### src/design/array_mem_config.svh
`ifndef ARRAY_MEM_CONFIG_SVH
`define ARRAY_MEM_CONFIG_SVH

// Modulation memory holds 256 words per segment
`define MOD_ADDR_BITS 8

// STM memory holds four pages of 256 words per segment
`define STM_ADDR_BITS 8
`define STM_PAGE_BITS 2

// Word width of the CPU bus and of the bank-relative word address
`define BUS_DATA_BITS 16
`define BUS_ADDR_BITS 14

// Controller bank, write-side registers
`define ADDR_MOD_MEM_WR_SEGMENT 14'h0000
`define ADDR_STM_MEM_WR_SEGMENT 14'h0001
`define ADDR_STM_MEM_WR_PAGE 14'h0002

// Controller bank, modulation read-side settings
`define ADDR_MOD_REQ_RD_SEGMENT 14'h0010
`define ADDR_MOD_CYCLE 14'h0011

// Controller bank, STM read-side settings
`define ADDR_STM_REQ_RD_SEGMENT 14'h0020
`define ADDR_STM_CYCLE 14'h0021
`define ADDR_STM_MODE 14'h0022

`endif

### src/design/array_mem_pkg.sv
`include "array_mem_config.svh"

package array_mem_pkg;

  // One CPU data word
  typedef logic [`BUS_DATA_BITS-1:0] bus_word_t;

  // Word address inside the selected bank
  typedef logic [`BUS_ADDR_BITS-1:0] bus_addr_t;

  // Bank select from cpu_addr[16:15]
  // Code 2 belongs to the duty table, which this front end does not implement
  typedef enum logic [1:0] {
    bank_controller = 2'd0,
    bank_mod        = 2'd1,
    bank_stm        = 2'd3
  } bank_sel_t;

  // Modulation word index inside one segment
  typedef logic [`MOD_ADDR_BITS-1:0] mod_idx_t;

  // STM word index inside one page
  typedef logic [`STM_ADDR_BITS-1:0] stm_idx_t;

  // STM page number inside one segment
  typedef logic [`STM_PAGE_BITS-1:0] stm_page_t;

  // Double-buffer segment number
  typedef logic segment_t;

endpackage

### src/design/memory_bus_if.sv
`timescale 1ns/1ps

interface memory_bus_if;

  // Single-cycle write strobe, already edge detected
  logic wr;
  array_mem_pkg::bank_sel_t sel;
  array_mem_pkg::bus_addr_t addr;
  array_mem_pkg::bus_word_t wdata;

  // Address of the word being read back, held while the host keeps reading
  array_mem_pkg::bus_addr_t rd_addr;

  modport bridge (
    output wr,
    output sel,
    output addr,
    output wdata,
    output rd_addr
  );

  modport target (
    input wr,
    input sel,
    input addr,
    input wdata,
    input rd_addr
  );

endinterface

### src/design/cpu_bus_bridge.sv
`timescale 1ns/1ps

module cpu_bus_bridge (
  input  logic                     CPU_CKIO,
  input  logic                     rst_n,
  input  logic [16:0]              cpu_addr,
  input  array_mem_pkg::bus_word_t cpu_data_in,
  input  logic                     cpu_cs1_n,
  input  logic                     cpu_we0_n,
  memory_bus_if.bridge             bus
);

  // First stage captures the asynchronous bus, bit 0 is a byte lane and is dropped
  logic [16:1]              addr_q;
  array_mem_pkg::bus_word_t data_q;
  logic                     cs_n_q;
  logic                     we_n_q;
  logic                     wen_q;
  logic                     wen_now;
  logic                     ren_now;

  assign wen_now = ~cs_n_q & ~we_n_q;
  assign ren_now = ~cs_n_q & we_n_q;

  always_ff @(posedge CPU_CKIO or negedge rst_n) begin
    if (!rst_n) begin
      addr_q <= '0;
      cs_n_q <= 1'b1;
      we_n_q <= 1'b1;
    end else begin
      addr_q <= cpu_addr[16:1];
      cs_n_q <= cpu_cs1_n;
      we_n_q <= cpu_we0_n;
    end
  end

  always_ff @(posedge CPU_CKIO) begin
    data_q <= cpu_data_in;
  end

  // Second stage remembers the last qualified write enable so that only
  // the leading edge produces a write, however long WE0 stays low
  always_ff @(posedge CPU_CKIO or negedge rst_n) begin
    if (!rst_n) begin
      wen_q       <= 1'b0;
      bus.wr      <= 1'b0;
      bus.sel     <= array_mem_pkg::bank_controller;
      bus.addr    <= '0;
      bus.rd_addr <= '0;
    end else begin
      wen_q    <= wen_now;
      bus.wr   <= wen_now & ~wen_q;
      bus.sel  <= array_mem_pkg::bank_sel_t'(addr_q[16:15]);
      bus.addr <= addr_q[14:1];
      if (ren_now) begin
        bus.rd_addr <= addr_q[14:1];
      end
    end
  end

  always_ff @(posedge CPU_CKIO) begin
    bus.wdata <= data_q;
  end

  // A held WE0 must never turn into back-to-back writes
  a_wr_single_cycle : assert property (
    @(posedge CPU_CKIO) disable iff (!rst_n) bus.wr |=> !bus.wr
  ) else $error("bridge produced a write strobe on two consecutive cycles");

endmodule

### src/flat_wrapper.sv
// flat-port wrapper written by rule: the top's interface ports become plain ports
module cpu_bus_bridge_flat 
  (CPU_CKIO, rst_n, cpu_addr, cpu_data_in, cpu_cs1_n, cpu_we0_n, bus_wr, bus_sel, bus_addr, bus_wdata, bus_rd_addr);
  memory_bus_if bus_i ();
  input  logic CPU_CKIO;
  input  logic rst_n;
  input  logic [16:0] cpu_addr;
  input  array_mem_pkg::bus_word_t cpu_data_in;
  input  logic cpu_cs1_n;
  input  logic cpu_we0_n;
  output wire logic [$bits(bus_i.wr)-1:0] bus_wr;
  output wire logic [$bits(bus_i.sel)-1:0] bus_sel;
  output wire logic [$bits(bus_i.addr)-1:0] bus_addr;
  output wire logic [$bits(bus_i.wdata)-1:0] bus_wdata;
  output wire logic [$bits(bus_i.rd_addr)-1:0] bus_rd_addr;
  assign bus_wr = bus_i.wr;
  assign bus_sel = bus_i.sel;
  assign bus_addr = bus_i.addr;
  assign bus_wdata = bus_i.wdata;
  assign bus_rd_addr = bus_i.rd_addr;
  cpu_bus_bridge u_core (.CPU_CKIO(CPU_CKIO), .rst_n(rst_n), .cpu_addr(cpu_addr), .cpu_data_in(cpu_data_in), .cpu_cs1_n(cpu_cs1_n), .cpu_we0_n(cpu_we0_n), .bus(bus_i));
endmodule
### config.mk
export PLATFORM = sky130hd
export DESIGN_NAME = cpu_bus_bridge_flat
export DESIGN_NICKNAME = d
export VERILOG_FILES = /design/src/design/array_mem_pkg.sv /design/src/design/memory_bus_if.sv /design/src/design/cpu_bus_bridge.sv /design/src/flat_wrapper.sv
export VERILOG_INCLUDE_DIRS = /design/src /design/src/design
export SDC_FILE = /design/constraint.sdc
export NUM_CORES = 1
export LEC_CHECK = 0
export BUFFER_PORTS_ARGS = -buffer_cell sky130_fd_sc_hd__buf_2
export CORE_MARGIN = 5
export CORE_UTILIZATION = 46
export DETAILED_ROUTE_END_ITERATION = 12
export GPL_ROUTABILITY_DRIVEN = 1
export PLACE_DENSITY = 0.76
export SKIP_CTS_REPAIR_TIMING = 1
export SYNTH_ARGS = -nofsm -noshare
export SYNTH_HDL_FRONTEND = slang
export SYNTH_SLANG_ARGS = --single-unit
### constraint.sdc
create_clock -name CPU_CKIO -period 1.55 [get_ports CPU_CKIO]
set_input_delay 0.155 -clock CPU_CKIO [delete_from_list [all_inputs] [get_ports CPU_CKIO]]
set_output_delay 0.155 -clock CPU_CKIO [all_outputs]
set_load 0.02 [all_outputs]
==> results of run 1 <==
power by group through the flow:
stage / Clock [mW] / Sequential (mW) / Combinational [mW]
after floorplan: 0 / 2.49 / 0.0924
after global placement: 0 / 2.37 / 0.402
after detailed placement: 0 / 2.37 / 0.411
after CTS: 1.60 / 2.33 / 0.412
after global routing: 1.71 / 2.35 / 0.512
final: 1.57 / 2.33 / 0.476
flip-flops by register name, indices dropped and copies added (netlist names):
register and cells:
u_core.addr_q 16, u_core.bus.wdata 16, u_core.data_q 16, u_core.bus.addr 14, u_core.bus.rd_addr 14, u_core.bus.sel 2
u_core.bus.wr 1, u_core.cs_n_q 1, u_core.we_n_q 1, u_core.wen_q 1
placed cells by master (no fill, tap or decap), drive strengths merged:
cell	count
dfstp	2
dfxtp	32
nor2	1
clkinv	3
nor2b	1
buf	85
dfrtp	48
clkbuf	11
mux2	14
inv	1
nor3	1
dlygate4sd3	35
bufinv	1
final cells by class:
type	count	share of cell area (%)
sequential	82	59.33
clock inverter	5	1.920
clock buffer	11	4.741
timing repair buffer	120	25.31
multi-input combinational	17	6.661
tap	52	2.038
worst max-delay path by stage:
| stage | to | depth (start not counted) |
|---|---|---|
| after floorplan | u_core.bus.rd_addr[10]$_DFFE_PN0P_ | 4 |
| after global placement | u_core.bus.rd_addr[13]$_DFFE_PN0P_ | 3 |
| after detailed placement | u_core.bus.rd_addr[0]$_DFFE_PN0P_ | 3 |
| after CTS | u_core.bus.rd_addr[0]$_DFFE_PN0P_ | 3 |
| after global routing | u_core.bus.rd_addr[1]$_DFFE_PN0P_ | 3 |
| final | u_core.bus.rd_addr[1]$_DFFE_PN0P_ | 3 |
kinds of logic after synthesis:
kind of cell,Yosys count,share of synthesized area (%)
flops,82,88.69
mux,14,9.139
simple gates,3,0.7028
buf+inv,2,1.465
worst register-to-register path, stage by stage (launching register included):
cell     delay [ns]
dfstp_2        0.55
nor2b_2        0.22
buf_4          0.17
mux2_2         0.33
routing by layer:
metal	vias to the layer above	wire, um	share of wire [%]	track usage [%]
met4	0	37	0.85	9.965
met3	4	526	12	7.551
li1	579	-	-	-
met5	-	0	0	0
met2	70	2013	47	18.32
met1	583	1751	40	15.10
through the flow:
step                      hold WS (ns)  power (mW)  cell area (sq um)  util (%)
after detailed placement        0.1525       2.786               2630     59.18
after global placement          0.1337       2.771               2630     59.18
after global routing            0.3370       4.574               3193     71.85
after CTS                      -0.2293       4.346               2843     63.96
after floorplan                -0.1406       2.587               2136         -
final                           0.3110       4.378               3193     71.85
==> impl_metrics.env, run 1 <==
export IMPL_outcome="finished, final reports clean"
export IMPL_antenna_found_initial=0
export IMPL_power_density_nw_per_um2=1371
export IMPL_numCtsBuffers=9
export IMPL_hold_path_class="input port to async pin"
export IMPL_wl_um=4328
export IMPL_cts_tree="yes"
export IMPL_async_flop_share_pct=60.98
export IMPL_path_buf_inv=1
export IMPL_synth_cell_type_count=10
export IMPL_report_final_hold_viol_count=0
export IMPL_ys_ff_latch=82
export IMPL_fin_crit_ns=1.383
export IMPL_syn_area_sq_um=2136
export IMPL_timing_max_transition_violations_final=0
export IMPL_grt_max_degree=30
export IMPL_multi_input_area_sq_um=212.7
export IMPL_coreArea_sq_um=4444
export IMPL_instances_no_fill=287
export IMPL_setup_tns_ns=0
export IMPL_synth_top_area_cell="dfrtp_1"
export IMPL_timing_rr_end="u_core.bus.rd_addr[1]$_DFFE_PN0P_"
export IMPL_r2r_cells=3
export IMPL_nFillCells=306
export IMPL_sequentialPowerShare_pct=53.3
export IMPL_path_clk_slew_ns=0.08
export IMPL_setup_viol=0
export IMPL_timing_fmax_mhz=722.9
export IMPL_ant_nets=0
export IMPL_syn2layout_area_growth_pct=49.50
export IMPL_synth_seq_area_share_pct=88.69
export IMPL_grt_pass1_wl_um=5934
export IMPL_max_clock_path_buffers=2
export IMPL_drc=0
export IMPL_wire_per_inst_um=15.08
export IMPL_grt_pass1_vias=1228
export IMPL_row_count=24
export IMPL_worstMarginPinSlew_ns=0.5031
export IMPL_synth_edf_count=0
export IMPL_syn_nets=138
export IMPL_intPower_mw=3.348
export IMPL_syn_avg_cell_area_sq_um=21.15
export IMPL_dp_hpwl_um=2569
export IMPL_path_delay_family="flip-flops"
export IMPL_seq_area_sq_um=1894
export IMPL_synth_common_cells="48 x dfrtp_1, 32 x dfxtp_1, 10 x mux2_4"
export IMPL_clock_skew_final_ns=0.01122
export IMPL_grt_ovfl_total=0
export IMPL_finalCritPeriodShare_pct=89.25
export IMPL_gp_congestion=0.6943
export IMPL_antenna_cells=0
export IMPL_yosysWarnings=0
export IMPL_arrival_ns=1.61
export IMPL_switching_share_pct=23.54
export IMPL_max_slew_margin_pct=66.46
export IMPL_rsz0062_at_grt="false"
export IMPL_root_buffer="clkbuf_8"
export IMPL_via_count=1236
export IMPL_fin_nets=267
export IMPL_crit_fanout=4
export IMPL_slowest_delay_ns=0.55
export IMPL_cellLeakagePower_nw=1.554
export IMPL_die_w_um=78.14
export IMPL_pre_cts_slack_ns=0.1954
export IMPL_start_kind="register"
export IMPL_setup_worst_path_start="u_core.we_n_q$_DFF_PN1_"
export IMPL_viasPerCell=4.307
export IMPL_ios=84
export IMPL_synth_area_leaders="dfrtp_1 56%, dfxtp_1 30%, mux2_4 7.0%"
export IMPL_fp_dieH_um=78.14
export IMPL_clock_sinks=82
export IMPL_ir_drop_mv=0.8914
export IMPL_finalWorstSetupSlack_ns=0.1666
export IMPL_rr_startpoint="u_core.we_n_q$_DFF_PN1_"
export IMPL_track_usage_pct=13.22
export IMPL_clock_latency_ns=0.34
export IMPL_crit_type="register to register"
export IMPL_critPathCaptureType="register"
export IMPL_synth_flop_cell="dfrtp_1"
export IMPL_synth_most_common_cell="dfrtp_1"
export IMPL_dr_pass1_iters=5
export IMPL_combPwrFrac_pct=10.9
export IMPL_htreeDepth=3
export IMPL_crit_required_ns=1.78
export IMPL_dieArea_sq_um=6106
export IMPL_drtIter0Drc=49
export IMPL_synth_top_cell_area_share_pct=56.24
export IMPL_p_clk_share_pct=35.8
export IMPL_r2r_setup_slack_ns=0.17
export IMPL_io_buffers=82
export IMPL_layout_drive_gt1_share_pct=50.21
export IMPL_switching_power_mw=1.031
export IMPL_dp_cells=236
export IMPL_crit_path_cell_trace="nor2b_2, buf_4, mux2_2"
export IMPL_cp_slowest_cell="dfstp_2"
export IMPL_synthCells=101
export IMPL_start_util_pct=48.06
export IMPL_maxCapViolations=0
No activity file was read; power rests on OpenSTA's default activity.
==> run 2: changes to the inputs <==
- ABC_AREA: unset -> 1
- SETUP_SLACK_MARGIN: unset -> 0.5
==> run 2 against run 1 <==
Compared with the run above:
- core utilization rose by 2.6 points
- synthesized cell count rose by 31%
- wire length rose by 0.90%
- synthesized area fell by 0.41%
- hold slack got worse by 0.076 ns
- via count rose by 14%
- sequential share of layout area fell by 1.7 points
- critical path type is now register to primary output
- clock-buffer cell count rose by 4
- non-clock buffer count rose by 8
==> impl_metrics.env, run 2 <==
export IMPL_coreArea_sq_um=4414
export IMPL_syn_area_sq_um=2127
export IMPL_finalCritPeriodShare_pct=65.99
export IMPL_slowest_delay_ns=0.38
export IMPL_layout_commonest_cell="buf_2"
export IMPL_synth_seq_area_share_pct=89.06
export IMPL_wl_um=4367
export IMPL_synth_area_leaders="dfrtp_1 56%, dfxtp_1 30%, nand2_1 4.9%"
export IMPL_path_buf_inv=1
export IMPL_synth_top_area_cell="dfrtp_1"
export IMPL_via_count=1403
export IMPL_layout_drive_gt1_share_pct=40.44
export IMPL_grt_pass1_wl_um=6216
export IMPL_syn_avg_cell_area_sq_um=16.11
export IMPL_syn_nets=169
export IMPL_final_core_util_pct=74.46
export IMPL_switching_power_uw=960.2
export IMPL_cellLeakagePower_nw=1.644
export IMPL_row_count=24
export IMPL_grt_max_degree=23
export IMPL_p_clk_share_pct=32.4
export IMPL_clock_skew_final_ns=0.008018
export IMPL_synth_top_cell_area_share_pct=56.47
export IMPL_rsz0062_at_grt="true"
export IMPL_worstMarginPinSlew_ns=0.2591
export IMPL_clock_sinks=82
export IMPL_crit_fanout=2
export IMPL_cp_slowest_cell="dfrtp_1"
export IMPL_power_density_nw_per_um2=1279
export IMPL_drc=0
export IMPL_dieArea_sq_um=6084
export IMPL_async_flop_share_pct=60.98
export IMPL_synth_flop_cell="dfrtp_1"
export IMPL_drtIter0Drc=74
export IMPL_intPower_mw=3.242
export IMPL_start_kind="register"
export IMPL_clock_latency_ns=0.33
export IMPL_report_final_hold_viol_count=0
export IMPL_ios=84
export IMPL_pre_cts_slack_ns=0.4041
export IMPL_synth_edf_count=0
export IMPL_ant_nets=0
export IMPL_antenna_found_initial=0
export IMPL_crit_type="register to primary output"
export IMPL_combPwrFrac_pct=12.2
export IMPL_outcome="finished, final reports clean"
export IMPL_fin_crit_ns=1.023
export IMPL_finalWorstSetupSlack_ns=0.5271
export IMPL_gp_congestion=0.7071
export IMPL_switching_share_pct=22.85
export IMPL_nFillCells=288
export IMPL_ir_drop_mv=0.7596
export IMPL_hold_path_class="input port to async pin"
export IMPL_cts_tree="yes"
export IMPL_start_util_pct=48.19
export IMPL_path_clk_slew_ns=0.07
export IMPL_syn2layout_area_growth_pct=54.53
export IMPL_synthCells=132
export IMPL_most_common_layout_cells="68 x buf_2, 48 x dfrtp_1, 35 x dlygate4sd3_1"
export IMPL_wire_per_inst_um=13.48
export IMPL_setup_tns_ns=0
export IMPL_timing_fmax_mhz=977.6
export IMPL_crit_required_ns=1.39
export IMPL_die_w_um=78
export IMPL_synth_cell_type_count=11
export IMPL_grt_pass1_vias=1329
export IMPL_htreeDepth=3
export IMPL_dr_pass1_iters=3
export IMPL_reg_top3="u_core.addr_q x16, u_core.bus.wdata x16, u_core.data_q x16"
export IMPL_ys_ff_latch=82
export IMPL_grt_ovfl_total=0
export IMPL_antenna_cells=0
export IMPL_numCtsBuffers=9
export IMPL_root_buffer="clkbuf_8"
export IMPL_fp_dieH_um=78
export IMPL_setup_viol=0
export IMPL_io_buffers=82
export IMPL_track_usage_pct=13.39
export IMPL_synth_common_cells="48 x dfrtp_1, 32 x dfxtp_1, 28 x nand2_1"
export IMPL_max_slew_margin_pct=82.73
export IMPL_fin_nets=304
export IMPL_synth_most_common_cell="dfrtp_1"
export IMPL_sequentialPowerShare_pct=55.5
export IMPL_critPathCaptureType="primary output"
export IMPL_crit_path_cell_trace="buf_4"
export IMPL_arrival_ns=0.87
export IMPL_path_delay_family="flip-flops"
export IMPL_timing_max_transition_violations_final=0
export IMPL_maxCapViolations=0
export IMPL_yosysWarnings=0
export IMPL_dp_hpwl_um=2747
export IMPL_max_clock_path_buffers=2
export IMPL_viasPerCell=4.330
run 2: changes by cell type after synthesis, sizes merged:
cell | before | now
mux2 | 14 | 0
nand3 | 0 | 14
buf | 2 | 4
nand2 | 0 | 29
inv | 0 | 1
nor2b | 1 | 0
run 2: worst register-to-register path, delay by kind of cell (launching register included):
family | cells | cell delay [ns]
AND/OR/NAND/NOR | 2 | 0.17
flip-flops | 1 | 0.63
buffers and inverters | 1 | 0.17
run 2: path summary, 6_finish.rpt:
kind	slack (ns)	startpoint	end	cells past startpoint
setup / recovery	0.53	u_core.bus.rd_addr[5]$_DFFE_PN0P_	bus_rd_addr[5]	1
hold / removal	0.24	rst_n	u_core.addr_q[1]$_DFF_PN0_	2
setup reg to reg	0.53	u_core.we_n_q$_DFF_PN1_	u_core.bus.rd_addr[8]$_DFFE_PN0P_	3
hold reg to reg	0.33	u_core.data_q[1]$_DFF_P_	u_core.bus.wdata[1]$_DFF_P_	0
max in group asynchronous	0.77	rst_n	u_core.addr_q[12]$_DFF_PN0_	3
min in group CPU_CKIO	0.33	u_core.data_q[1]$_DFF_P_	u_core.bus.wdata[1]$_DFF_P_	0
run 2: routing by layer:
metal / global-route usage [%] / wire [um] / up-vias
li1: - / - / 682
met2: 20.20 / 2153 / 66
met4: 6.588 / 92 / 0
met5: 0 / 0 / -
met1: 15.10 / 1637 / 645
met3: 7.870 / 484 / 10
run 2: cells by family after synthesis:
family | count (synthesis) | share of synthesized area (%)
AND/OR/NAND/NOR | 45 | 8.941
flip-flops | 82 | 89.06
buffers and inverters | 5 | 1.999
run 2: layout make-up:
type | count | area [sq um] | share of cell area [%]
flip-flops and latches | 82 | 1894 | 57.63
repair buffers | 128 | 934.6 | 28.44
multi-input cells | 45 | 203.9 | 6.205
clock buffers | 15 | 176.4 | 5.367
well taps | 52 | 65.06 | 1.979
clock inverters | 1 | 6.256 | 0.1903
inverters | 1 | 6.256 | 0.1903
run 2: stage by stage:
step                      total power [mW]  cell area, sq um  std cells  hold slack, ns
after floorplan                      2.534              2127        132         -0.1406
after global placement               2.700              2586        265         0.03596
after detailed placement             2.717              2586        265         0.03660
after CTS                            4.078              2769        281         -0.3250
after global routing                 4.402              3287        324          0.2437
final                                4.202              3287        324          0.2351
run 2: power by group through the flow:
stage | Combinational [mW] | Clock, mW | Sequential [mW]
after CTS | 0.354 | 1.40 | 2.32
after global routing | 0.554 | 1.50 | 2.35
final | 0.511 | 1.36 | 2.33
after global placement | 0.347 | 0 | 2.35
after detailed placement | 0.354 | 0 | 2.36
after floorplan | 0.0617 | 0 | 2.47
==> run 3: changes to the inputs <==
- clock period: 1.55 -> 1 ns (I/O delays scaled with it)
==> run 3 against run 2 <==
Compared with the run above:
- the flow now finishes with violations (hold timing, setup timing)
- global-route usage is 0.45 points higher
- register-to-register slack worse by 0.55 ns
- core utilization is 1.8 points higher
- non-clock buffer count is 29 lower
- clock-buffer cell count is 2 lower
- critical path type is now register to register
- largest cell class unchanged
==> impl_metrics.env, run 3 (synthesized netlist as in run 2, its figures left out) <==
export IMPL_switching_share_pct=22.62
export IMPL_maxCapViolations=0
export IMPL_crit_fanout=10
export IMPL_outcome="finished, violations left"
export IMPL_path_delay_family="flip-flops"
export IMPL_r2r_cells=4
export IMPL_start_util_pct=48.19
export IMPL_clock_sinks=82
export IMPL_antenna_cells=0
export IMPL_finalPower_mw=6.932
export IMPL_hold_path_class="input port to async pin"
export IMPL_most_common_layout_cells="48 x buf_6, 35 x buf_2, 34 x dfrtp_1"
export IMPL_worstMarginPinSlew_ns=0.2502
export IMPL_dieArea_sq_um=6084
export IMPL_design_area_sq_um=3364
export IMPL_nFillCells=266
export IMPL_setup_viol=11
export IMPL_row_count=24
export IMPL_numCtsBuffers=9
export IMPL_ant_nets=0
export IMPL_finalCritPeriodShare_pct=102.2
export IMPL_path_clk_slew_ns=0.08
export IMPL_instances_no_fill=296
export IMPL_sequentialPowerShare_pct=52.8
export IMPL_drc=0
export IMPL_max_clock_path_buffers=2
export IMPL_rsz0062_at_grt="true"
export IMPL_coreArea_sq_um=4414
export IMPL_layout_drive_gt1_share_pct=58.61
export IMPL_wl_um=4477
export IMPL_gp_congestion=0.7489
export IMPL_whs_ns=-0.2643
export IMPL_cellLeakagePower_nw=1.610
export IMPL_clock_latency_ns=0.34
export IMPL_max_slew_margin_pct=83.32
export IMPL_io_buffers=82
export IMPL_layout_commonest_cell="buf_6"
export IMPL_power_density_nw_per_um2=2060
export IMPL_path_buf_inv=2
export IMPL_finalWorstSetupSlack_ns=-0.02220
export IMPL_via_count=1356
export IMPL_wl_met3_um=522
export IMPL_clock_skew_final_ns=0.01041
export IMPL_fin_crit_ns=1.022
export IMPL_r2r_setup_slack_ns=-0.02
export IMPL_fin_nets=276
export IMPL_dp_hpwl_um=2685
export IMPL_grt_max_degree=51
export IMPL_crit_type="register to register"
export IMPL_pre_cts_slack_ns=0.001534
export IMPL_rr_startpoint="u_core.cs_n_q$_DFF_PN1_"
export IMPL_combPwrFrac_pct=11.8
export IMPL_track_usage_pct=13.84
export IMPL_intPower_mw=5.364
export IMPL_cts_tree="yes"
export IMPL_arrival_ns=1.25
export IMPL_timing_rr_end="u_core.bus.rd_addr[8]$_DFFE_PN0P_"
export IMPL_grt_pass1_vias=1366
export IMPL_timing_fmax_mhz=978.3
export IMPL_start_kind="register"
export IMPL_ios=84
export IMPL_switching_power_mw=1.568
export IMPL_post_dp_cell_area_sq_um=2666
export IMPL_root_buffer="clkbuf_8"
export IMPL_reg_top3="u_core.addr_q x16, u_core.bus.wdata x16, u_core.data_q x16"
export IMPL_wl_met2_um=2276
export IMPL_ir_drop_mv=1.998
export IMPL_met1Wirelength_um=1569
export IMPL_die_w_um=78
export IMPL_viasPerCell=4.581
export IMPL_timing_max_transition_violations_final=0
export IMPL_setup_tns_ns=-0.1088
export IMPL_slowest_delay_ns=0.57
export IMPL_fp_dieH_um=78
export IMPL_wire_per_inst_um=15.13
export IMPL_maxUsedRoutingLayer="met4"
export IMPL_cp_slowest_cell="dfstp_2"
export IMPL_violations="hold timing, setup timing"
export IMPL_dr_pass1_iters=4
export IMPL_drtIter0Drc=101
export IMPL_htreeDepth=3
export IMPL_grt_pass1_wl_um=6423
export IMPL_grt_ovfl_total=0
export IMPL_critPathCaptureType="register"
export IMPL_antenna_found_initial=0
export IMPL_crit_required_ns=1.22
export IMPL_report_final_hold_viol_count=75
export IMPL_syn2layout_area_growth_pct=58.18
export IMPL_crit_path_cell_trace="inv_6, buf_12, nand3_1, nand2_1"
export IMPL_dp_cells=267
export IMPL_p_clk_share_pct=35.4
run 3: changes by cell type in the layout (fill, tap and decap cells not counted), sizes merged:
cell / change
dlygate4sd3: -26
buf: -3
bufinv: +2
clkbuf: -2
clkinv: +1
inv: -1
nand2: +1
run 3: layer usage:
metal | GRT usage [%] | vias to the layer above
li1 | - | 633
met1 | 16.83 | 642
met2 | 20.28 | 69
met3 | 5.903 | 12
met4 | 8.615 | 0
met5 | 0 | -
run 3: power groups by stage:
stage / combinational, mW / clock, mW / sequential [mW]
3_5_place_dp: 0.577 / 0 / 3.67
2_1_floorplan: 0.0990 / 0 / 3.85
6_report: 0.820 / 2.45 / 3.66
5_1_grt: 0.881 / 2.67 / 3.68
4_1_cts: 0.577 / 2.50 / 3.61
3_3_place_gp: 0.566 / 0 / 3.66
run 3: cell type report:
type / instances / area, sq um / area share (%)
Inverter: 1 / 8.758 / 0.2603
Tap cell: 52 / 65.06 / 1.934
Clock buffer: 13 / 138.9 / 4.128
Multi-Input combinational cell: 46 / 246.5 / 7.326
Timing Repair Buffer: 99 / 908.4 / 27.00
Sequential cell: 82 / 1932 / 57.42
Clock inverter: 3 / 65.06 / 1.934
run 3: through the flow:
stage | hold slack [ns] | utilization [%]
2_1_floorplan | -0.1956 | -
3_3_place_gp | 0.1025 | 60.40
3_5_place_dp | 0.1056 | 60.40
4_1_cts | -0.2626 | 65.02
5_1_grt | -0.2392 | 76.22
6_report | -0.2643 | 76.22
run 3: worst max-delay path by stage:
| stage | start | end | slack [ns] | cells past startpoint |
|---|---|---|---|---|
| 2_1_floorplan | u_core.we_n_q$_DFF_PN1_ | u_core.bus.rd_addr[10]$_DFFE_PN0P_ | -0.008 | 5 |
| 5_1_grt | u_core.we_n_q$_DFF_PN1_ | u_core.bus.rd_addr[1]$_DFFE_PN0P_ | -0.08 | 4 |
| 3_5_place_dp | u_core.we_n_q$_DFF_PN1_ | u_core.bus.rd_addr[6]$_DFFE_PN0P_ | 0.002 | 3 |
| 3_3_place_gp | u_core.we_n_q$_DFF_PN1_ | u_core.bus.rd_addr[7]$_DFFE_PN0P_ | 0.03 | 3 |
| 6_report | u_core.cs_n_q$_DFF_PN1_ | u_core.bus.rd_addr[8]$_DFFE_PN0P_ | -0.02 | 4 |
| 4_1_cts | u_core.bus.rd_addr[13]$_DFFE_PN0P_ | bus_rd_addr[13] | -0.03 | 1 |
