==> src/design/array_mem_config.svh <==
`ifndef ARRAY_MEM_CONFIG_SVH
`define ARRAY_MEM_CONFIG_SVH

// Modulation memory holds 256 words per segment
`define MOD_ADDR_BITS 8

// STM memory holds four pages of 256 words per segment
`define STM_ADDR_BITS 8
`define STM_PAGE_BITS 2

// Word width of the CPU bus and of the bank-relative word address
`define BUS_DATA_BITS 16
`define BUS_ADDR_BITS 14

// Controller bank, write-side registers
`define ADDR_MOD_MEM_WR_SEGMENT 14'h0000
`define ADDR_STM_MEM_WR_SEGMENT 14'h0001
`define ADDR_STM_MEM_WR_PAGE 14'h0002

// Controller bank, modulation read-side settings
`define ADDR_MOD_REQ_RD_SEGMENT 14'h0010
`define ADDR_MOD_CYCLE 14'h0011

// Controller bank, STM read-side settings
`define ADDR_STM_REQ_RD_SEGMENT 14'h0020
`define ADDR_STM_CYCLE 14'h0021
`define ADDR_STM_MODE 14'h0022

`endif

==> src/design/array_mem_pkg.sv <==
`include "array_mem_config.svh"

package array_mem_pkg;

  // One CPU data word
  typedef logic [`BUS_DATA_BITS-1:0] bus_word_t;

  // Word address inside the selected bank
  typedef logic [`BUS_ADDR_BITS-1:0] bus_addr_t;

  // Bank select from cpu_addr[16:15]
  // Code 2 belongs to the duty table, which this front end does not implement
  typedef enum logic [1:0] {
    bank_controller = 2'd0,
    bank_mod        = 2'd1,
    bank_stm        = 2'd3
  } bank_sel_t;

  // Modulation word index inside one segment
  typedef logic [`MOD_ADDR_BITS-1:0] mod_idx_t;

  // STM word index inside one page
  typedef logic [`STM_ADDR_BITS-1:0] stm_idx_t;

  // STM page number inside one segment
  typedef logic [`STM_PAGE_BITS-1:0] stm_page_t;

  // Double-buffer segment number
  typedef logic segment_t;

endpackage

==> src/design/memory_bus_if.sv <==
`timescale 1ns/1ps

interface memory_bus_if;

  // Single-cycle write strobe, already edge detected
  logic wr;
  array_mem_pkg::bank_sel_t sel;
  array_mem_pkg::bus_addr_t addr;
  array_mem_pkg::bus_word_t wdata;

  // Address of the word being read back, held while the host keeps reading
  array_mem_pkg::bus_addr_t rd_addr;

  modport bridge (
    output wr,
    output sel,
    output addr,
    output wdata,
    output rd_addr
  );

  modport target (
    input wr,
    input sel,
    input addr,
    input wdata,
    input rd_addr
  );

endinterface

==> src/design/controller_regs.sv <==
`timescale 1ns/1ps
`include "array_mem_config.svh"

module controller_regs (
  input  logic                      CPU_CKIO,
  input  logic                      rst_n,
  memory_bus_if.target              bus,
  output array_mem_pkg::bus_word_t  rdata,
  output array_mem_pkg::segment_t   mod_wr_segment,
  output array_mem_pkg::segment_t   stm_wr_segment,
  output array_mem_pkg::stm_page_t  stm_wr_page,
  output array_mem_pkg::segment_t   mod_req_rd_segment,
  output array_mem_pkg::segment_t   stm_req_rd_segment,
  output array_mem_pkg::bus_word_t  mod_cycle,
  output array_mem_pkg::bus_word_t  stm_cycle,
  output logic                      stm_mode
);

  logic                     wr_ctl;
  array_mem_pkg::bus_word_t rd_word;

  assign wr_ctl = bus.wr && (bus.sel == array_mem_pkg::bank_controller);

  always_ff @(posedge CPU_CKIO or negedge rst_n) begin
    if (!rst_n) begin
      mod_wr_segment     <= '0;
      stm_wr_segment     <= '0;
      stm_wr_page        <= '0;
      mod_req_rd_segment <= '0;
      stm_req_rd_segment <= '0;
      mod_cycle          <= '0;
      stm_cycle          <= '0;
      stm_mode           <= 1'b0;
    end else if (wr_ctl) begin
      case (bus.addr)
        `ADDR_MOD_MEM_WR_SEGMENT: mod_wr_segment <= bus.wdata[0];
        `ADDR_STM_MEM_WR_SEGMENT: stm_wr_segment <= bus.wdata[0];
        `ADDR_STM_MEM_WR_PAGE:    stm_wr_page <= bus.wdata[`STM_PAGE_BITS-1:0];
        `ADDR_MOD_REQ_RD_SEGMENT: mod_req_rd_segment <= bus.wdata[0];
        `ADDR_MOD_CYCLE:          mod_cycle <= bus.wdata;
        `ADDR_STM_REQ_RD_SEGMENT: stm_req_rd_segment <= bus.wdata[0];
        `ADDR_STM_CYCLE:          stm_cycle <= bus.wdata;
        `ADDR_STM_MODE:           stm_mode <= bus.wdata[0];
        default: ;
      endcase
    end
  end

  // Read-back mux, unmapped addresses read as zero
  always_comb begin
    rd_word = '0;
    case (bus.rd_addr)
      `ADDR_MOD_MEM_WR_SEGMENT: rd_word = array_mem_pkg::bus_word_t'(mod_wr_segment);
      `ADDR_STM_MEM_WR_SEGMENT: rd_word = array_mem_pkg::bus_word_t'(stm_wr_segment);
      `ADDR_STM_MEM_WR_PAGE:    rd_word = array_mem_pkg::bus_word_t'(stm_wr_page);
      `ADDR_MOD_REQ_RD_SEGMENT: rd_word = array_mem_pkg::bus_word_t'(mod_req_rd_segment);
      `ADDR_MOD_CYCLE:          rd_word = mod_cycle;
      `ADDR_STM_REQ_RD_SEGMENT: rd_word = array_mem_pkg::bus_word_t'(stm_req_rd_segment);
      `ADDR_STM_CYCLE:          rd_word = stm_cycle;
      `ADDR_STM_MODE:           rd_word = array_mem_pkg::bus_word_t'(stm_mode);
      default:                  rd_word = '0;
    endcase
  end

  // Only the controller bank can be read back by the host
  always_ff @(posedge CPU_CKIO or negedge rst_n) begin
    if (!rst_n) begin
      rdata <= '0;
    end else if (bus.sel == array_mem_pkg::bank_controller) begin
      rdata <= rd_word;
    end else begin
      rdata <= '0;
    end
  end

endmodule

==> src/flat_wrapper.sv <==
// flat-port wrapper written by rule: the top's interface ports become plain ports
module controller_regs_flat 
  (CPU_CKIO, rst_n, rdata, mod_wr_segment, stm_wr_segment, stm_wr_page, mod_req_rd_segment, stm_req_rd_segment, mod_cycle, stm_cycle, stm_mode, bus_wr, bus_sel, bus_addr, bus_wdata, bus_rd_addr);
  memory_bus_if bus_i ();
  input  logic CPU_CKIO;
  input  logic rst_n;
  output array_mem_pkg::bus_word_t rdata;
  output array_mem_pkg::segment_t mod_wr_segment;
  output array_mem_pkg::segment_t stm_wr_segment;
  output array_mem_pkg::stm_page_t stm_wr_page;
  output array_mem_pkg::segment_t mod_req_rd_segment;
  output array_mem_pkg::segment_t stm_req_rd_segment;
  output array_mem_pkg::bus_word_t mod_cycle;
  output array_mem_pkg::bus_word_t stm_cycle;
  output logic stm_mode;
  input wire logic [$bits(bus_i.wr)-1:0] bus_wr;
  input wire logic [$bits(bus_i.sel)-1:0] bus_sel;
  input wire logic [$bits(bus_i.addr)-1:0] bus_addr;
  input wire logic [$bits(bus_i.wdata)-1:0] bus_wdata;
  input wire logic [$bits(bus_i.rd_addr)-1:0] bus_rd_addr;
  assign bus_i.wr = bus_wr;
  assign bus_i.sel = bus_sel;
  assign bus_i.addr = bus_addr;
  assign bus_i.wdata = bus_wdata;
  assign bus_i.rd_addr = bus_rd_addr;
  controller_regs u_core (.CPU_CKIO(CPU_CKIO), .rst_n(rst_n), .bus(bus_i), .rdata(rdata), .mod_wr_segment(mod_wr_segment), .stm_wr_segment(stm_wr_segment), .stm_wr_page(stm_wr_page), .mod_req_rd_segment(mod_req_rd_segment), .stm_req_rd_segment(stm_req_rd_segment), .mod_cycle(mod_cycle), .stm_cycle(stm_cycle), .stm_mode(stm_mode));
endmodule
==> config.mk <==
export PLATFORM = sky130hd
export DESIGN_NAME = controller_regs_flat
export DESIGN_NICKNAME = d
export VERILOG_FILES = /design/src/design/array_mem_pkg.sv /design/src/design/memory_bus_if.sv /design/src/design/controller_regs.sv /design/src/flat_wrapper.sv
export VERILOG_INCLUDE_DIRS = /design/src /design/src/design
export SDC_FILE = /design/constraint.sdc
export NUM_CORES = 1
export LEC_CHECK = 0
export BUFFER_PORTS_ARGS = -buffer_cell sky130_fd_sc_hd__buf_2
export CAP_MARGIN = 10
export CELL_PAD_IN_SITES_DETAIL_PLACEMENT = 1
export CELL_PAD_IN_SITES_GLOBAL_PLACEMENT = 1
export CORE_AREA = 2 2 82 84
export CTS_BUF_LIST = sky130_fd_sc_hd__clkbuf_4
export DETAILED_ROUTE_END_ITERATION = 10
export DIE_AREA = 0 0 84 86
export PLACE_DENSITY = 0.93
export SETUP_SLACK_MARGIN = 0.3
export SLEW_MARGIN = 20
export SYNTH_ARGS = -nofsm -noshare
export SYNTH_HDL_FRONTEND = slang
export SYNTH_SLANG_ARGS = --single-unit
==> constraint.sdc <==
create_clock -name CPU_CKIO -period 3.2 [get_ports CPU_CKIO]
set_clock_uncertainty 0.2 [all_clocks]
set_input_delay 0.16 -clock CPU_CKIO [delete_from_list [all_inputs] [get_ports CPU_CKIO]]
set_output_delay 0.16 -clock CPU_CKIO [all_outputs]
set_load 0.005 [all_outputs]
==> results.yml, run 1 <==
status:
  status: "finished, final reports clean"
power_and_ir_drop:
  seqPwrFrac: 0.600
  switchingPower_uw: 258
  p_leak_nw: 1.75
  intPower_uw: 901
  power_density_nw_per_um2: 352
  combPwrFrac: 0.077
  swShare: 0.223
  clkPwrFrac: 0.323
  ir_drop_mv: 0.229
yosys:
  synth_seq_area_share: 0.556
  syn_nets: 235
  syn_avg_cell_area_um2: 13.3
  yosysUniqueCellTypes: 38
  synth_warnings: 0
  synth_seq_cells: 55
  syn_inst: 186
  synth_area_um2: 2470
finish:
  drive_gt1_frac: 0.528
  area_growth_pct: 33.2
  design_area_um2: 3300
  num_antenna_cells: 0
  fill_cells: 701
  fin_nets: 357
setup_path:
  path_common_cell: "a21oi_1"
  critPathKind: "in2reg"
  cp_max_fo: 16
  crit_chain: "dlygate4sd3_1, buf_2, a21oi_1, o21ai_0, or4_1, a21oi_1"
  rr_startpoint: "u_core.mod_cycle[0]"
  cp-end-kind: "register"
  critPathLaunchType: "input pin"
  worstPathArrival_ns: 2.17
  startpoint: "bus_rd_addr[1]"
  crit_path_top_delay_cell: "or4_1"
  required_ns: 3.29
  slowest_delay_ns: 0.77
  r2r_slack_ns: 1.76
drt:
  vias: 2026
  dr.pass1.iters: 4
  vias_per_cell: 5.25
  ant_nets: 0
  wl_per_cell_um: 17.4
  drt-total-wl_um: 6740
  remaining_drc_errors: 0
  first_iter_violations: 23
hold_path:
  min-delay-start: "bus_rd_addr[12]"
  hold_class: "in2reg"
timing:
  hold_viol_final: 0
  max_slew.worst_pin.slew_ns: 0.974
  fmax_mhz: 479
  slew_violations: 0
  relSlewSlack: 0.351
  rsz0062_at_grt: "false"
  setup_viol: 0
  setup_tns_ns: 0
  period_minus_slack_ns: 2.09
  timing.final.crit_share: 0.652
floorplan:
  num_io_pins: 104
  row_count: 29
  initial_utilization: 0.394
  core_um2: 6280
  die_x_um: 84
  die_area_um2: 7220
  die_y_um: 86
place:
  placed_area_um2: 3040
  place_hpwl_um: 4930
  gp_congestion: 0.789
  port_buffers: 103
clocking:
  htreeDepth: 2
  cts_root_buf: "clkbuf_4"
  post_cts_buffers: 0
  cts_tree: "done"
  path_clk_slew_ns: 0.15
  clk_latency_ns: 0.37
  clk_path_buf_depth: 2
  clock-sinks: 55
  cts_buffers: 5
grt:
  globalRouteTotalUtil: 0.191
  grt_max_degree: 32
  grt_pass1_wl_um: 10900
  antenna_found_initial: 0
  grt_pass1_vias: 2268
  grt-ovfl-total: 0
flow_run:
  cap_violations: 0
==> flip-flops by register name, summed over array words and instances, names as in the netlist <==
name	count
u_core.mod_cycle	16
u_core.rdata	16
u_core.mod_req_rd_segment	1
u_core.stm_cycle	16
u_core.mod_wr_segment	1
u_core.stm_wr_segment	1
u_core.stm_req_rd_segment	1
u_core.stm_mode	1
u_core.stm_wr_page	2
==> final timing paths <==
path / to / cells past startpoint
setup reg to reg: u_core.rdata[0] / 4
min in group asynchronous: u_core.mod_cycle[1] / 2
hold reg to reg: u_core.stm_cycle[8] / 1
setup / recovery: u_core.rdata[0] / 6
max in group asynchronous: u_core.stm_cycle[5] / 3
hold / removal: u_core.rdata[0] / 5
==> layout make-up <==
cell class | count | area, µm² | share of cell area
clock buffers | 5 | 37.5 | 0.0114
clock inverters | 3 | 38.8 | 0.0118
inverters | 1 | 3.75 | 0.00114
multi-input cells | 120 | 1020 | 0.309
flip-flops and latches | 55 | 1380 | 0.418
well taps | 77 | 96.3 | 0.0292
repair buffers | 125 | 726 | 0.220
==> cells in the mapped netlist <==
master      n  area share
dfrtp_1    55        0.56
mux2_2     31        0.14
nor2_1     23       0.035
a22oi_1    15       0.046
mux2_4     10       0.061
buf_2       3      0.0061
clkbuf_1    3      0.0046
nand4_1     3      0.0076
nand4b_1    3       0.011
nor3_1      3      0.0061
nor4_1      3      0.0076
a21oi_1     2      0.0040
buf_6       2      0.0091
nand2_1     2      0.0030
nand3_1     2      0.0040
nor3b_1     2      0.0061
nor4_2      2       0.010
or4_4       2      0.0091
a211o_1     1      0.0035
a2bb2oi_1   1      0.0035
a31o_2      1      0.0035
a31oi_1     1      0.0025
and3b_1     1      0.0035
and4_1      1      0.0035
buf_12      1      0.0081
buf_4       1      0.0030
inv_1       1      0.0015
nand2b_1    1      0.0025
nand3b_1    1      0.0030
nor3_2      1      0.0040
nor4_4      1      0.0086
nor4b_1     1      0.0035
nor4bb_1    1      0.0040
o21ai_0     1      0.0020
or2_2       1      0.0025
or3_1       1      0.0025
or4_1       1      0.0030
or4bb_1     1      0.0046
==> worst max-delay path: cells and delay by family <==
family          cells  cell delay, ns
compound gates      3            0.55
buf+inv             2            0.69
simple gates        1            0.77
==> repair_timing <==
item / 4_1_cts / 5_1_grt
endpoints found under the hold margin: 64 / 0
hold buffers: 18 / 0
resized for setup: 0 / 0
==> power groups by stage <==
stage / Sequential, mW / Combinational [mW] / Clock, mW
2_1_floorplan: 0.709 / 0.0158 / 0
3_3_place_gp: 0.708 / 0.0696 / 0
3_5_place_dp: 0.708 / 0.0734 / 0
4_1_cts: 0.696 / 0.0908 / 0.386
5_1_grt: 0.696 / 0.100 / 0.414
6_report: 0.696 / 0.0895 / 0.374
==> layer usage <==
layer | part of all wire | wire [µm] | GRT usage | vias up
met2 | 0.53 | 3590 | 0.353 | 81
met4 | 0.020 | 134 | 0.0601 | 0
met1 | 0.40 | 2680 | 0.224 | 1003
li1 | - | - | - | 929
met3 | 0.050 | 335 | 0.0395 | 13
met5 | 0 | 0 | 0 | -
==> layout by cell type, fill, tap and decap left out, types with 2 or more instances in the layout <==
cell           instances
mux2_4                10
dlygate4sd3_1         18
nor4_1                 3
dfrtp_1               55
a22oi_1               15
nand4b_1               3
a21oi_1                2
nor2_1                23
nor4_2                 2
buf_2                103
nand4_1                3
nand3_1                2
nor3_1                 3
nor3b_1                2
nand2_1                2
clkbuf_4               5
or4_4                  2
buf_4                  4
mux2_2                31
==> stage by stage <==
step	std cells	utilization	setup WS (ns)	hold WS, ns	total power, mW
2_1_floorplan	186	-	1.28	-0.336	0.725
3_3_place_gp	360	0.484	0.857	-0.0210	0.778
3_5_place_dp	360	0.484	0.790	-0.00939	0.782
4_1_cts	386	0.525	1.12	0.00154	1.17
5_1_grt	386	0.525	0.982	0.0257	1.21
6_report	386	0.525	1.11	0.0251	1.16
==> logic make-up (layout without fill, tap and decap cells) <==
group                  Yosys count  count (layout)  synth area share
and+or+nand+nor                 57              57             0.145
DFF                             55              55             0.556
muxes                           41              41             0.202
AOI/OAI and AO/OA               22              22            0.0647
buffers and inverters           11             134            0.0324
No activity file was read; power rests on OpenSTA's default activity.
==> run 2: changes to the inputs <==
--- a/config.mk
+++ b/config.mk
@@ -6,15 +6,16 @@
 export SDC_FILE = /design/constraint.sdc
 export NUM_CORES = 1
 export LEC_CHECK = 0
+export ABC_AREA = 1
 export BUFFER_PORTS_ARGS = -buffer_cell sky130_fd_sc_hd__buf_2
 export CAP_MARGIN = 10
 export CELL_PAD_IN_SITES_DETAIL_PLACEMENT = 1
 export CELL_PAD_IN_SITES_GLOBAL_PLACEMENT = 1
-export CORE_AREA = 2 2 82 84
+export CORE_AREA = 2 2 91 93
 export CTS_BUF_LIST = sky130_fd_sc_hd__clkbuf_4
 export DETAILED_ROUTE_END_ITERATION = 10
-export DIE_AREA = 0 0 84 86
-export PLACE_DENSITY = 0.93
+export DIE_AREA = 0 0 93 95
+export PLACE_DENSITY = 0.88
 export SETUP_SLACK_MARGIN = 0.3
 export SLEW_MARGIN = 20
 export SYNTH_ARGS = -nofsm -noshare
==> constraint.sdc (replaced) <==
create_clock -name CPU_CKIO -period 2.15 [get_ports CPU_CKIO]
set_clock_uncertainty 0.2 [all_clocks]
set_input_delay 0.1075 -clock CPU_CKIO [delete_from_list [all_inputs] [get_ports CPU_CKIO]]
set_output_delay 0.1075 -clock CPU_CKIO [all_outputs]
set_load 0.005 [all_outputs]
==> results.yml, run 2 <==
setup_path:
  cp_top_family: "buffers and inverters"
  rr_startpoint: "u_core.stm_wr_segment"
  crit_buf_inv: 4
  crit_chain: "dlygate4sd3_1, buf_2, inv_1, nand4_1, nor4_2, dlygate4sd3_1, o21ai_1"
  r2r_slack_ns: 0.93
  cp.depth: 7
  r2r_end: "u_core.rdata[0]"
  slowest_delay_ns: 0.60
  cp-end-kind: "register"
  critPathKind: "in2reg"
  cp_max_fo: 2
  crit_path_top_delay_cell: "dlygate4sd3_1"
  required_ns: 2.24
  path_common_cell: "dlygate4sd3_1"
  critPathLaunchType: "input pin"
  r2r_cells: 6
  worstPathArrival_ns: 1.97
yosys:
  synth.area.top_cells: "dfrtp_1 (52%), nand2_1 (11%), nand3_1 (8.1%)"
  synth_seq_area_share: 0.519
  syn_avg_cell_area_um2: 7.96
  synth.area.mux_share: 0
  synth_largest_area_cell: "dfrtp_1"
  synth_top_family_by_area: "simple AND/OR/NAND/NOR gates"
  syn_inst: 333
  yosys.area_share.xor_xnor: 0
  yosysUniqueCellTypes: 23
  synth_compound_area_frac: 0.0831
  synth-adder-area-share: 0
  synth_common_cells: "nand2_1 (79), dfrtp_1 (55), nand3_1 (43)"
  synthSimpleGateAreaFrac: 0.305
  synth-edff-count: 0
  syn_nets: 382
  synth_top_area_frac: 0.519
  synth_async_sr_flop_share: 1.00
  synth-main-ff-cell: "dfrtp_1"
  synth_seq_cells: 55
  synth_area_um2: 2650
  synth_most_common_cell: "nand2_1"
  synth_warnings: 0
grt:
  grt_pass1_vias: 2961
  grt-ovfl-total: 0
  antenna_found_initial: 0
  globalRouteTotalUtil: 0.210
  grt_pass1_wl_um: 14500
  grt_max_degree: 40
clocking:
  cts_buffers: 5
  cts_tree: "done"
  cts_root_buf: "clkbuf_4"
  clock-sinks: 55
  clk_path_buf_depth: 2
  path_clk_slew_ns: 0.15
  clk_latency_ns: 0.39
  htreeDepth: 2
floorplan:
  die_x_um: 93
  row_count: 33
  die_y_um: 95
  core_um2: 7930
  initial_utilization: 0.334
  num_io_pins: 104
  die_area_um2: 8840
place:
  port_buffers: 103
  gp_congestion: 0.814
  place_hpwl_um: 5910
  placed_area_um2: 3280
drt:
  wl_per_cell_um: 15.4
  wl_met2_um: 4660
  wl_met1_um: 3490
  vias_per_cell: 4.82
  remaining_drc_errors: 0
  topRoutingLayerUsed: "met4"
  wl_met3_um: 348
  dr.pass1.iters: 4
  first_iter_violations: 177
  vias: 2745
  drt-total-wl_um: 8780
  ant_nets: 0
timing:
  fmax_mhz: 532
  slew_violations: 0
  setup_viol: 0
  hold_viol_final: 1
  setup_tns_ns: 0
  period_minus_slack_ns: 1.88
  relSlewSlack: 0.501
  fin_hold_ws_ns: -0.0165
  rsz0062_at_grt: "true"
  max_slew.worst_pin.slew_ns: 0.749
  timing.final.crit_share: 0.874
flow_run:
  cap_violations: 0
finish:
  layout_commonest_cell: "buf_2"
  fill_cells: 1020
  final_cell_mix: "buf_2 (103), nand2_1 (79), dfrtp_1 (55)"
  area_growth_pct: 37.7
  post-route-util: 0.460
  design_area_um2: 3650
  fin_nets: 512
  drive_gt1_frac: 0.297
  num_antenna_cells: 0
  largestRegisters: "u_core.mod_cycle x16, u_core.rdata x16, u_core.stm_cycle x16"
status:
  status: "finished with violations"
  violations: "negative hold slack"
hold_path:
  hold_class: "in2reg"
  min_to: "u_core.stm_mode"
  hold_path_depth: 6
  min-delay-start: "bus_addr[6]"
power_and_ir_drop:
  p_leak_nw: 1.98
  ir_drop_mv: 0.220
  power_density_nw_per_um2: 486
run 2: repair_timing:
| action | CTS | global route |
|---|---|---|
| hold buffers | 28 | 0 |
| setup endpoints to repair | 0 | 18 |
| buffers inserted | 0 | 0 |
| resized for setup | 0 | 6 |
| hold endpoints to repair | 86 | 0 |
run 2: how the worst max path moves through the flow:
stage / to / startpoint / slack, ns
floorplan: u_core.rdata[1] / bus_rd_addr[9] / 0.80
global placement: u_core.rdata[1] / bus_rd_addr[9] / 0.61
detailed placement: u_core.rdata[1] / bus_rd_addr[9] / 0.52
CTS: u_core.stm_mode / bus_addr[0] / 0.33
global route: u_core.stm_mode / bus_addr[0] / 0.20
finish: u_core.stm_mode / bus_addr[0] / 0.27
run 2: tightest hold or removal path, stage by stage:
cell and delay [ns]:
buf_2 0.08, nor2_2 0.05, nand3_1 0.12, nor4_2 0.06, nand2_1 0.06, o21ai_1 0.06
run 2: power breakdown:
group,internal (mW),switching (mW)
registers,1.04,0.000291
logic,0.0746,0.0774
clock network,0.245,0.341
run 2: per-stage QoR:
step	cells	setup WS (ns)	power, mW
2_1_floorplan	333	0.799	1.09
3_3_place_gp	534	0.608	1.16
3_5_place_dp	534	0.524	1.17
6_report	569	0.271	1.77
4_1_cts	570	0.332	1.78
5_1_grt	569	0.199	1.84
run 2: area by class of cell:
cell class                 count  area (µm²)  share of cell area
tap                          105         131              0.0360
clock buffer                   5        37.5              0.0103
inverter                      41         154              0.0422
clock inverter                 3        43.8              0.0120
multi-input combinational    223        1050               0.288
timing repair buffer         137         857               0.235
sequential                    55        1380               0.377
run 2: cells by family (layout without fill, tap and decap cells):
logic type | after synthesis | in the layout
AOI/OAI and AO/OA | 43 | 43
and+or+nand+nor | 180 | 180
DFF | 55 | 55
buffers and inverters | 55 | 186
run 2: per-layer routing:
layer,vias up,track usage
li1,1317,-
met1,1332,0.243
met2,69,0.381
met3,27,0.0367
met4,0,0.0895
met5,-,0
==> run 3: changes to the inputs <==
--- a/config.mk
+++ b/config.mk
@@ -7,8 +7,8 @@
 export NUM_CORES = 1
 export LEC_CHECK = 0
 export ABC_AREA = 1
-export BUFFER_PORTS_ARGS = -buffer_cell sky130_fd_sc_hd__buf_2
-export CAP_MARGIN = 10
+export BUFFER_PORTS_ARGS = -buffer_cell sky130_fd_sc_hd__clkbuf_2
+export CAP_MARGIN = 20
 export CELL_PAD_IN_SITES_DETAIL_PLACEMENT = 1
 export CELL_PAD_IN_SITES_GLOBAL_PLACEMENT = 1
 export CORE_AREA = 2 2 91 93
==> results.yml, run 3 (synthesis gave the netlist of run 2 again) <==
place:
  placed_area_um2: 3270
  gp_congestion: 0.806
  dp_cells: 533
  port_buffers: 103
  place_hpwl_um: 5940
setup_path:
  critPathLaunchType: "input pin"
  cp_top_family: "buffers and inverters"
  r2r_cells: 6
  cp_max_fo: 2
  cp.depth: 7
  path_common_cell: "dlygate4sd3_1"
  crit_path_top_delay_cell: "dlygate4sd3_1"
  setup.worst_path.end: "u_core.stm_mode"
  crit_buf_inv: 3
  r2r_slack_ns: 1.00
  slowest_delay_ns: 0.57
  worstPathArrival_ns: 1.91
  critPathKind: "in2reg"
  required_ns: 2.25
  cp-end-kind: "register"
  rr_startpoint: "u_core.stm_wr_page[0]"
  r2r_end: "u_core.rdata[0]"
  crit_chain: "dlygate4sd3_1, clkbuf_2, nand4_1, nor4_2, nand2_1, dlygate4sd3_1, o21ai_0"
  startpoint: "bus_addr[1]"
clocking:
  cts_root_buf: "clkbuf_4"
  clk_path_buf_depth: 2
  clock-sinks: 55
  clk_latency_ns: 0.37
  cts_buffers: 5
  path_clk_slew_ns: 0.16
  cts_tree: "done"
  htreeDepth: 2
timing:
  timing.final.crit_share: 0.842
  rsz0062_at_grt: "true"
  relSlewSlack: 0.541
  setup_tns_ns: 0
  period_minus_slack_ns: 1.81
  hold_viol_final: 0
  setup_viol: 0
  fmax_mhz: 553
  max_slew.worst_pin.slew_ns: 0.689
  slew_violations: 0
grt:
  grt_max_degree: 56
  globalRouteTotalUtil: 0.201
  grt-ovfl-total: 0
  antenna_found_initial: 0
  grt_pass1_vias: 2912
  grt_pass1_wl_um: 14100
drt:
  dr.pass1.iters: 4
  remaining_drc_errors: 0
  wl_per_cell_um: 15.4
  vias_per_cell: 4.85
  vias: 2756
  drt-total-wl_um: 8740
  first_iter_violations: 176
  ant_nets: 0
finish:
  drive_gt1_frac: 0.298
  post-route-util: 0.459
  finalNonFillerCells: 568
  layout_commonest_cell: "clkbuf_2"
  fin_nets: 511
  multi_input_area_um2: 1050
  regArea_um2: 1380
  num_antenna_cells: 0
  largestRegisters: "u_core.mod_cycle x16, u_core.rdata x16, u_core.stm_cycle x16"
  design_area_um2: 3640
  fill_cells: 1013
  final_cell_mix: "clkbuf_2 (103), nand2_1 (79), dfrtp_1 (55)"
  area_growth_pct: 37.4
hold_path:
  hold_class: "in2reg"
  hold_path_depth: 6
power_and_ir_drop:
  power_density_nw_per_um2: 484
  p_leak_nw: 1.91
  ir_drop_mv: 0.291
  power_mw: 1.76
floorplan:
  row_count: 33
  num_io_pins: 104
  initial_utilization: 0.334
  die_area_um2: 8840
  die_x_um: 93
  die_y_um: 95
  core_um2: 7930
status:
  status: "finished, final reports clean"
flow_run:
  cap_violations: 0
run 3: changes by cell type in the layout (fill, tap and decap cells not counted), sizes merged:
cell and delta:
buf -104, clkinvlp +1, clkinv -2, inv +1
clkbuf +103
run 3: layer usage:
layer | part of all wire | GRT usage | wire (µm) | up-vias
met1 | 0.39 | 0.243 | 3380 | 1331
li1 | - | - | - | 1311
met2 | 0.54 | 0.360 | 4680 | 92
met3 | 0.049 | 0.0399 | 430 | 22
met4 | 0.028 | 0.0625 | 249 | 0
met5 | 0 | 0 | 0 | -
run 3: repair_timing:
| action | 4_1_cts | 5_1_grt |
|---|---|---|
| setup endpoints to repair | 0 | 3 |
| gates resized for setup | 0 | 4 |
| hold buffers | 27 | 1 |
| endpoints found under the hold margin | 110 | 1 |
| setup buffers | 0 | 0 |
run 3: worst reg2reg max path: stages (launching register included):
cell	delay, ns
dfrtp_1	0.45
nand3_1	0.11
nand2_1	0.05
nor2_1	0.11
nand2_1	0.06
inv_1	0.05
nor2_1	0.04
run 3: how the worst min path moves through the flow:
stage | from | endpoint | slack [ns]
finish | bus_addr[7] | u_core.stm_wr_page[1] | 0.009
global route | bus_addr[5] | u_core.mod_req_rd_segment | 0.05
CTS | bus_addr[6] | u_core.mod_req_rd_segment | 0.006
detailed placement | rst_n | u_core.rdata[6] | 0.08
global placement | rst_n | u_core.rdata[7] | 0.06
floorplan | rst_n | u_core.mod_cycle[0] | -0.39
run 3: final cells by class:
cell class | instances | share of cell area
Timing Repair Buffer | 136 | 0.232
Clock inverter | 3 | 0.0127
Tap cell | 105 | 0.0361
Inverter | 41 | 0.0423
Clock buffer | 5 | 0.0103
Multi-Input combinational cell | 223 | 0.289
Sequential cell | 55 | 0.378
run 3: metrics by stage:
step	hold slack (ns)	setup WS [ns]
global route	0.0508	0.248
floorplan	-0.388	0.799
detailed placement	0.0762	0.499
finish	0.00932	0.340
CTS	0.00618	0.322
global placement	0.0601	0.589
run 3: report_power, final:
part           internal, mW  switching (mW)
sequential             1.04        0.000297
combinational        0.0713          0.0768
clock                 0.249           0.330
